### config.mk
export PLATFORM = sky130hd
export DESIGN_NAME = fetch_top
export DESIGN_NICKNAME = d
export VERILOG_FILES = /design/src/axi_pkg.sv /design/src/fetch_pkg.sv /design/src/burst_reader.sv /design/src/fetch_control.sv /design/src/fetch_top.sv /design/src/icache_array.sv /design/src/inst_rom.sv
export SDC_FILE = /design/constraint.sdc
export NUM_CORES = 1
export LEC_CHECK = 0
export BUFFER_PORTS_ARGS = -buffer_cell sky130_fd_sc_hd__buf_2
export CAP_MARGIN = 0
export CELL_PAD_IN_SITES_DETAIL_PLACEMENT = 0
export CELL_PAD_IN_SITES_GLOBAL_PLACEMENT = 1
export CORE_ASPECT_RATIO = 1.2
export CORE_UTILIZATION = 43
export CTS_CLUSTER_DIAMETER = 30
export CTS_CLUSTER_SIZE = 14
export DETAILED_ROUTE_END_ITERATION = 7
export GPL_TIMING_DRIVEN = 0
export PLACE_DENSITY = 0.79
export SLEW_MARGIN = 0
export SYNTH_ARGS = -nofsm -noshare
export SYNTH_HDL_FRONTEND = slang
export SYNTH_SLANG_ARGS = --single-unit
### constraint.sdc
create_clock -name clock -period 3.6 [get_ports clock]
set_input_delay 0.36 -clock clock [delete_from_list [all_inputs] [get_ports clock]]
set_output_delay 0.36 -clock clock [all_outputs]
set_load 0.02 [all_outputs]
### src/rom.hex
// One 32-bit instruction word per line, ROM word 0 first.
00100093
00200113
00300193
00400213
00500293
00600313
00700393
00800413
00900493
00a00513
00b00593
00c00613
00d00693
00e00713
00f00793
01000813
01100893
01200913
01300993
01400a13
01500a93
01600b13
01700b93
01800c13
01900c93
01a00d13
01b00d93
01c00e13
01d00e93
01e00f13
01f00f93
0000006f

### src/axi_pkg.sv
package axi_pkg;

  typedef logic [7:0] burst_len_t;  // Beats minus one.

  // One cache line per burst.
  localparam burst_len_t line_burst_len = 8'd3;

  // Cycles between address acceptance and the first read beat.
  localparam int rom_latency = 2;

  typedef enum logic [1:0] {
    idle,
    address,
    data
  } burst_state_t;

endpackage

### src/fetch_pkg.sv
package fetch_pkg;

  // Address and data widths.
  typedef logic [31:0] addr_t;
  typedef logic [31:0] inst_t;
  typedef logic [127:0] line_t;  // Four words, lowest word in bits 31:0.

  // Fields of a fetch address.
  typedef logic [25:0] tag_t;       // Bits 31:6.
  typedef logic [1:0] index_t;      // Bits 5:4.
  typedef logic [1:0] word_sel_t;   // Bits 3:2.

  // Direct-mapped cache of four 16-byte lines.
  localparam int cache_sets = 4;

  localparam addr_t reset_pc = 32'h3000_0000;

  // Boot ROM size in words, aliased over the whole address space.
  localparam int rom_words = 32;

  typedef enum logic {
    lookup,
    refill
  } fetch_state_t;

endpackage

### src/burst_reader.sv
`timescale 1ns/1ps

module burst_reader
  import fetch_pkg::*, axi_pkg::*;
(
  input  logic       clock,
  input  logic       reset,
  input  logic       fill_start,
  input  addr_t      fill_addr,
  output addr_t      araddr,
  output burst_len_t arlen,
  output logic       arvalid,
  input  logic       arready,
  output logic       rready,
  input  inst_t      rdata,
  input  logic       rvalid,
  input  logic       rlast,
  output logic       beat_valid,
  output inst_t      beat_data,
  output logic       fill_done
);

  burst_state_t state;

  assign arlen = line_burst_len;
  assign arvalid = (state == address);
  assign rready = (state == data);

  assign beat_valid = rready && rvalid;
  assign beat_data = rdata;
  assign fill_done = beat_valid && rlast;

  always_ff @(posedge clock) begin
    if (reset) begin
      state <= idle;
    end else begin
      case (state)
        idle:    if (fill_start) state <= address;
        address: if (arready) state <= data;
        data:    if (fill_done) state <= idle;
        default: state <= idle;
      endcase
    end
  end

  always_ff @(posedge clock) begin
    if (fill_start) begin
      araddr <= fill_addr;
    end
  end

  // Memory must not return data for a burst that was never requested.
  assert property (@(posedge clock) disable iff (reset)
    (state == idle) |-> !rvalid)
    else $error("burst_reader: rvalid while idle");

endmodule

### src/fetch_control.sv
`timescale 1ns/1ps

module fetch_control
  import fetch_pkg::*;
(
  input  logic  clock,
  input  logic  reset,
  input  addr_t npc,
  input  logic  clear_pipeline,
  input  logic  idu_ready,
  input  logic  block,
  input  logic  hit,
  input  logic  fill_done,
  input  inst_t hit_word,
  output addr_t lookup_addr,
  output logic  fill_start,
  output addr_t fill_addr,
  output logic  inst_valid,
  output inst_t inst,
  output addr_t inst_pc,
  output logic  fetch_busy
);

  fetch_state_t state;
  addr_t pc;
  addr_t fill_line;  // Line being filled, held so a redirect cannot move it.
  logic accept;
  logic deliver;

  assign accept = idu_ready && !block;
  assign deliver = !clear_pipeline && (state == lookup) && accept && hit;

  assign fill_addr = {pc[31:4], 4'b0000};
  assign fill_start = !clear_pipeline && (state == lookup) && accept && !hit;

  // During a fill the cache must keep pointing at the line in flight.
  assign lookup_addr = (state == refill) ? fill_line : pc;
  assign fetch_busy = (state == refill);

  always_ff @(posedge clock) begin
    if (reset) begin
      state <= lookup;
      pc <= reset_pc;
      inst_valid <= 1'b0;
    end else begin
      if (clear_pipeline) begin
        pc <= npc;           // Redirect beats everything.
        inst_valid <= 1'b0;
      end else if (deliver) begin
        pc <= pc + 32'd4;
        inst_valid <= 1'b1;
      end else if (fill_start) begin
        inst_valid <= 1'b0;
      end

      case (state)
        lookup:  if (fill_start) state <= refill;
        refill:  if (fill_done) state <= lookup;
        default: state <= lookup;
      endcase
    end
  end

  always_ff @(posedge clock) begin
    if (deliver) begin
      inst <= hit_word;
      inst_pc <= pc;
    end
    if (fill_start) begin
      fill_line <= fill_addr;
    end
  end

  // Only one line fill may be outstanding, so a fill completes only in refill.
  assert property (@(posedge clock) disable iff (reset)
    fill_done |-> (state == refill))
    else $error("fetch_control: fill_done outside refill");

endmodule

### src/fetch_top.sv
`timescale 1ns/1ps

module fetch_top
  import fetch_pkg::*, axi_pkg::*;
(
  input  logic  clock,
  input  logic  reset,
  input  addr_t npc,
  input  logic  clear_pipeline,
  input  logic  clear_cache,
  input  logic  idu_ready,
  input  logic  block,
  output logic  inst_valid,
  output inst_t inst,
  output addr_t inst_pc,
  output logic  fetch_busy
);

  addr_t lookup_addr;
  addr_t fill_addr;
  logic hit;
  inst_t hit_word;
  logic fill_start;
  logic fill_done;
  logic beat_valid;
  inst_t beat_data;

  // Read channels between the reader and the boot ROM.
  addr_t araddr;
  burst_len_t arlen;
  logic arvalid;
  logic arready;
  logic rready;
  inst_t rdata;
  logic rvalid;
  logic rlast;

  fetch_control u_control (
    .clock          (clock),
    .reset          (reset),
    .npc            (npc),
    .clear_pipeline (clear_pipeline),
    .idu_ready      (idu_ready),
    .block          (block),
    .hit            (hit),
    .fill_done      (fill_done),
    .hit_word       (hit_word),
    .lookup_addr    (lookup_addr),
    .fill_start     (fill_start),
    .fill_addr      (fill_addr),
    .inst_valid     (inst_valid),
    .inst           (inst),
    .inst_pc        (inst_pc),
    .fetch_busy     (fetch_busy)
  );

  icache_array u_cache (
    .clock       (clock),
    .reset       (reset),
    .flush       (clear_cache),
    .lookup_addr (lookup_addr),
    .beat_valid  (beat_valid),
    .beat_data   (beat_data),
    .fill_done   (fill_done),
    .hit         (hit),
    .hit_word    (hit_word)
  );

  burst_reader u_reader (
    .clock      (clock),
    .reset      (reset),
    .fill_start (fill_start),
    .fill_addr  (fill_addr),
    .araddr     (araddr),
    .arlen      (arlen),
    .arvalid    (arvalid),
    .arready    (arready),
    .rready     (rready),
    .rdata      (rdata),
    .rvalid     (rvalid),
    .rlast      (rlast),
    .beat_valid (beat_valid),
    .beat_data  (beat_data),
    .fill_done  (fill_done)
  );

  inst_rom u_rom (
    .clock   (clock),
    .reset   (reset),
    .araddr  (araddr),
    .arlen   (arlen),
    .arvalid (arvalid),
    .arready (arready),
    .rready  (rready),
    .rdata   (rdata),
    .rvalid  (rvalid),
    .rlast   (rlast)
  );

endmodule

### src/icache_array.sv
`timescale 1ns/1ps

module icache_array
  import fetch_pkg::*;
(
  input  logic  clock,
  input  logic  reset,
  input  logic  flush,
  input  addr_t lookup_addr,
  input  logic  beat_valid,
  input  inst_t beat_data,
  input  logic  fill_done,
  output logic  hit,
  output inst_t hit_word
);

  logic [cache_sets-1:0] valid;
  tag_t tags [cache_sets];
  line_t lines [cache_sets];

  tag_t tag;
  index_t index;
  word_sel_t word_sel;
  line_t cur_line;

  assign tag = lookup_addr[31:6];
  assign index = lookup_addr[5:4];
  assign word_sel = lookup_addr[3:2];
  assign cur_line = lines[index];

  assign hit = valid[index] && (tags[index] == tag);
  assign hit_word = cur_line[word_sel*32 +: 32];

  always_ff @(posedge clock) begin
    if (reset) begin
      valid <= '0;
    end else if (flush) begin
      valid <= '0;  // Flush wins over a completing fill.
    end else if (fill_done) begin
      valid[index] <= 1'b1;
    end
  end

  // Beats arrive lowest word first, so shift in from the top.
  always_ff @(posedge clock) begin
    if (beat_valid) begin
      lines[index] <= {beat_data, cur_line[127:32]};
    end
    if (fill_done) begin
      tags[index] <= tag;
    end
  end

endmodule

### src/inst_rom.sv
`timescale 1ns/1ps

module inst_rom
  import fetch_pkg::*, axi_pkg::*;
(
  input  logic       clock,
  input  logic       reset,
  input  addr_t      araddr,
  input  burst_len_t arlen,
  input  logic       arvalid,
  output logic       arready,
  input  logic       rready,
  output inst_t      rdata,
  output logic       rvalid,
  output logic       rlast
);

  inst_t mem [rom_words];

  burst_state_t state;
  addr_t addr_q;
  burst_len_t beats_left;
  logic [3:0] wait_cnt;

  initial begin
    $readmemh("/design/src/rom.hex", mem);
  end

  assign arready = (state == idle);
  assign rvalid = (state == data);
  assign rlast = rvalid && (beats_left == '0);
  assign rdata = mem[addr_q[6:2]];  // Every address aliases onto the 32 words.

  always_ff @(posedge clock) begin
    if (reset) begin
      state <= idle;
    end else begin
      case (state)
        idle: begin
          if (arvalid) begin
            state <= address;
          end
        end
        address: begin
          if (wait_cnt == '0) begin
            state <= data;
          end
        end
        data: begin
          if (rready && rlast) begin
            state <= idle;
          end
        end
        default: state <= idle;
      endcase
    end
  end

  always_ff @(posedge clock) begin
    if (arvalid && arready) begin
      addr_q <= araddr;
      beats_left <= arlen;
      wait_cnt <= 4'(rom_latency - 1);
    end else if (state == address) begin
      wait_cnt <= wait_cnt - 4'd1;
    end else if (rvalid && rready) begin
      addr_q <= addr_q + 32'd4;  // Next word, lowest first.
      beats_left <= beats_left - 8'd1;
    end
  end

endmodule
==> flow_metrics.env <==
export IMPL_yosys_area_top_type="edfxtp_1"
export IMPL_finalCritPeriodShare_pct=96.5
export IMPL_overflow=0
export IMPL_ys_ff_latch=218
export IMPL_fp_dieW_um=140
export IMPL_cts_sinks=218
export IMPL_rrSetupSlack_ps=130
export IMPL_max_stage_delay_ps=490
export IMPL_max_freq_ghz=0.288
export IMPL_vias_per_cell=5.42
export IMPL_synth_edf_count=164
export IMPL_dieArea_mm2=0.0233
export IMPL_grt_usage_pct=20.7
export IMPL_drt_total_wl_mm=24.7
export IMPL_synth_area_leaders="edfxtp_1, dfxtp_1, mux2i_1"
export IMPL_worstPathRequired_ps=3810
export IMPL_fin_crit_ps=3470
export IMPL_final_area_mm2=0.0124
export IMPL_drv_slew=0
export IMPL_max_slew_margin_rel_pct=39.1
export IMPL_drive_gt1_share_pct=27.5
export IMPL_cp_data_arrival_time_ps=3680
export IMPL_synth_top_area_share_pct=50.4
export IMPL_grt_pass1_wl_mm=36.8
export IMPL_crit_fanout=10
export IMPL_insertion_delay_ps=500
export IMPL_clockBufferDepth=3
export IMPL_grt_max_degree=42
export IMPL_fin_util_pct=55.3
export IMPL_grt_pass1_vias=6554
export IMPL_ys_types=71
export IMPL_hp_class="input port to flop"
export IMPL_htree_levels=2
export IMPL_cpMaxStageDelayCell="edfxtp_1"
export IMPL_fillers=1879
export IMPL_coreArea_mm2=0.0224
export IMPL_cts_tree="yes"
export IMPL_power_leakage_uw=0.00481
export IMPL_vias=6915
export IMPL_detail_route_first_pass_iterations=5
export IMPL_drc=0
export IMPL_synth_async_reset_ratio_pct=0
export IMPL_syn_area_mm2=0.00976
export IMPL_ir_drop_v=0.000381
export IMPL_ys_seq_area_share_pct=61.5
export IMPL_critPathCapture="u_control.inst_pc[8]$_DFFE_PP_"
export IMPL_wire_per_inst_um=19.4
export IMPL_n_antenna_cell=0
export IMPL_rows=60
export IMPL_nets=1009
export IMPL_crit_start="u_control.fill_line[5]$_DFFE_PP_"
export IMPL_die_y_um=167
export IMPL_path_clk_slew_ps=50
export IMPL_reg2reg_depth=13
export IMPL_worst_pin_slew_ps=909
export IMPL_status="completed"
export IMPL_initial_core_util_pct=43.6
export IMPL_placed_cell_area_mm2=0.0107
export IMPL_syn_avg_cell_area_um2=12.4
export IMPL_ant_nets=0
export IMPL_cpMostUsedCell="clkbuf_4"
export IMPL_io_buffers=70
export IMPL_gp_congestion=0.846
export IMPL_path_cells="and3_1 -> clkbuf_4 -> clkbuf_4 -> o21ai_1 -> o2111ai_2 -> xnor2_1 -> nor4_2 -> nand4_1 -> buf_4 -> nor4_4 -> buf_6 -> clkbuf_4 -> clkbuf_16"
export IMPL_end_kind="flop"
export IMPL_synth_flop_cell="edfxtp_1"
export IMPL_p_per_area_mw_per_mm2=568
export IMPL_yosys_warnings=0
export IMPL_timing_rr_end="u_control.inst_pc[8]$_DFFE_PP_"
export IMPL_syn_inst=788
export IMPL_worstSetupStartpointType="flop"
export IMPL_syn_to_final_growth_pct=26.7
export IMPL_numCtsBuffers=38
export IMPL_max_cap_viol_count=0
export IMPL_setup_viol=0
export IMPL_final_hold_violation_count=0
export IMPL_fin_worst_skew_ps=18.7
export IMPL_r2r_start="u_control.fill_line[5]$_DFFE_PP_"
export IMPL_dp_hpwl_mm=16.3
export IMPL_drtIter0Drc=523
export IMPL_antenna_found_initial=0
export IMPL_crit_type="flop to flop"
export IMPL_clock_root_buffer="clkbuf_16"
export IMPL_ios=104
==> per-stage QoR <==
stage                     setup TNS (ps)  total power, µW  hold slack [ps]  instances  setup WS (ps)
after global placement           -128850             3460              416       1168          -1870
after global routing               -69.8             7240              101       1276          -8.71
after floorplan                    -6660             3310              408        819           -128
after CTS                              0             7040             90.6       1251           2.96
final                                  0             7030              103       1276            128
after detailed placement          -31180             3470              426       1173           -599
==> area by class of cell <==
type / instances / area (µm²) / share of cell area [%]
plain buffers: 71 / 514 / 4.16
clock buffers: 46 / 1020 / 8.27
clock inverters: 23 / 260 / 2.10
inverters: 52 / 199 / 1.61
multi-input cells: 477 / 3320 / 26.8
flip-flops and latches: 218 / 6010 / 48.6
well taps: 279 / 349 / 2.82
repair buffers: 109 / 687 / 5.55
repair inverters: 1 / 7.51 / 0.0607
==> cell usage after synthesis (all sizes together) (6+ instances only) <==
library cell,n
a211oi,8
a21oi,15
a31oi,7
and2,7
and3,10
buf,54
clkbuf,18
dfxtp,54
edfxtp,164
inv,52
mux2,6
mux2i,50
nand2,27
nand2b,6
nand3,17
nand4,17
nor2,45
nor3,20
nor4,9
o2111ai,12
o21a,11
o21ai,75
xnor2,27
==> registers in the layout (all words and copies together), names as in the netlist <==
name,flops
u_cache.tags,104
u_control.inst_pc,32
u_control.pc,32
u_control.fill_line,28
u_rom.beats_left,8
u_cache.valid,4
u_rom.wait_cnt,4
u_reader.state,2
u_rom.state,2
u_control.fetch_busy,1
u_control.inst_valid,1
==> report_power, final <==
part           leakage [µW]  internal [µW]  switching [µW]
sequential          0.00195           2790            83.5
combinational       0.00225            252             341
clock              0.000613           2330            1230
total               0.00481           5370            1650
==> critical path, delay by kind of cell, from the launching register on <==
family,cells,cell delay (ps)
buffers and inverters,6,1180
AND/OR/NAND/NOR,4,970
flip-flops,1,490
AO/OA/AOI/OAI,2,350
XOR/XNOR,1,170
==> how the worst min path moves through the flow <==
stage / startpoint / to / slack, ps / cells after the start
4_1_cts: npc[1] / u_control.pc[1]$_SDFFE_PP0P_ / 90 / 3
3_3_place_gp: u_control.pc[1]$_SDFFE_PP0P_ / u_control.inst_pc[1]$_DFFE_PP_ / 420 / 0
5_1_grt: npc[0] / u_control.pc[0]$_SDFFE_PP0P_ / 100 / 3
2_1_floorplan: u_control.pc[0]$_SDFFE_PP0P_ / u_control.inst_pc[0]$_DFFE_PP_ / 410 / 0
6_report: npc[1] / u_control.pc[1]$_SDFFE_PP0P_ / 100 / 3
3_5_place_dp: u_control.pc[1]$_SDFFE_PP0P_ / u_control.inst_pc[1]$_DFFE_PP_ / 430 / 0
==> cells by family after synthesis <==
kind of cell	after synthesis	share of synthesized area (%)
xor+xnor	32	2.87
fa+ha+maj	3	0.384
other cells	1	0.0384
mux	57	6.05
simple gates	185	11.0
buf+inv	124	6.77
flops	218	61.5
compound gates	168	11.4
==> layout by cell type, fill, tap and decap left out, types with 8 or more instances in the layout <==
cell type  netlist  layout
nand4_1         16      16
nand3_1         17      17
clkbuf_4         0       8
a211oi_1         8       8
dfxtp_1         54      52
o21a_1          11      11
edfxtp_1       164     164
o2111ai_1       11      10
nor2_1          45      45
buf_6            6      13
clkbuf_16        0      41
buf_2            9      73
a21oi_1         15      15
xnor2_1         27      27
conb_1           1      32
clkbuf_1        15      19
o21ai_0         71      68
mux2i_1         50      44
nand2_1         27      27
inv_1           52      51
and3_1          10       8
nor3_1          17      15
buf_4           36      66
==> metal layers <==
layer	GRT usage [%]	vias to the layer above	part of all wire (%)
li1	-	3246	-
met1	24.9	3374	41
met2	37.1	252	51
met3	3.71	43	5.5
met4	7.17	0	2.7
met5	0	-	0
==> what timing repair did <==
item / in CTS / in global routing
endpoints found under the setup margin: 87 / 85
gates cloned: 1 / 2
pin swaps: 2 / 8
resized for setup: 15 / 33
hold buffers: 0 / 0
buffers inserted: 9 / 23
Note: power is estimated with default switching activity, not from simulation.
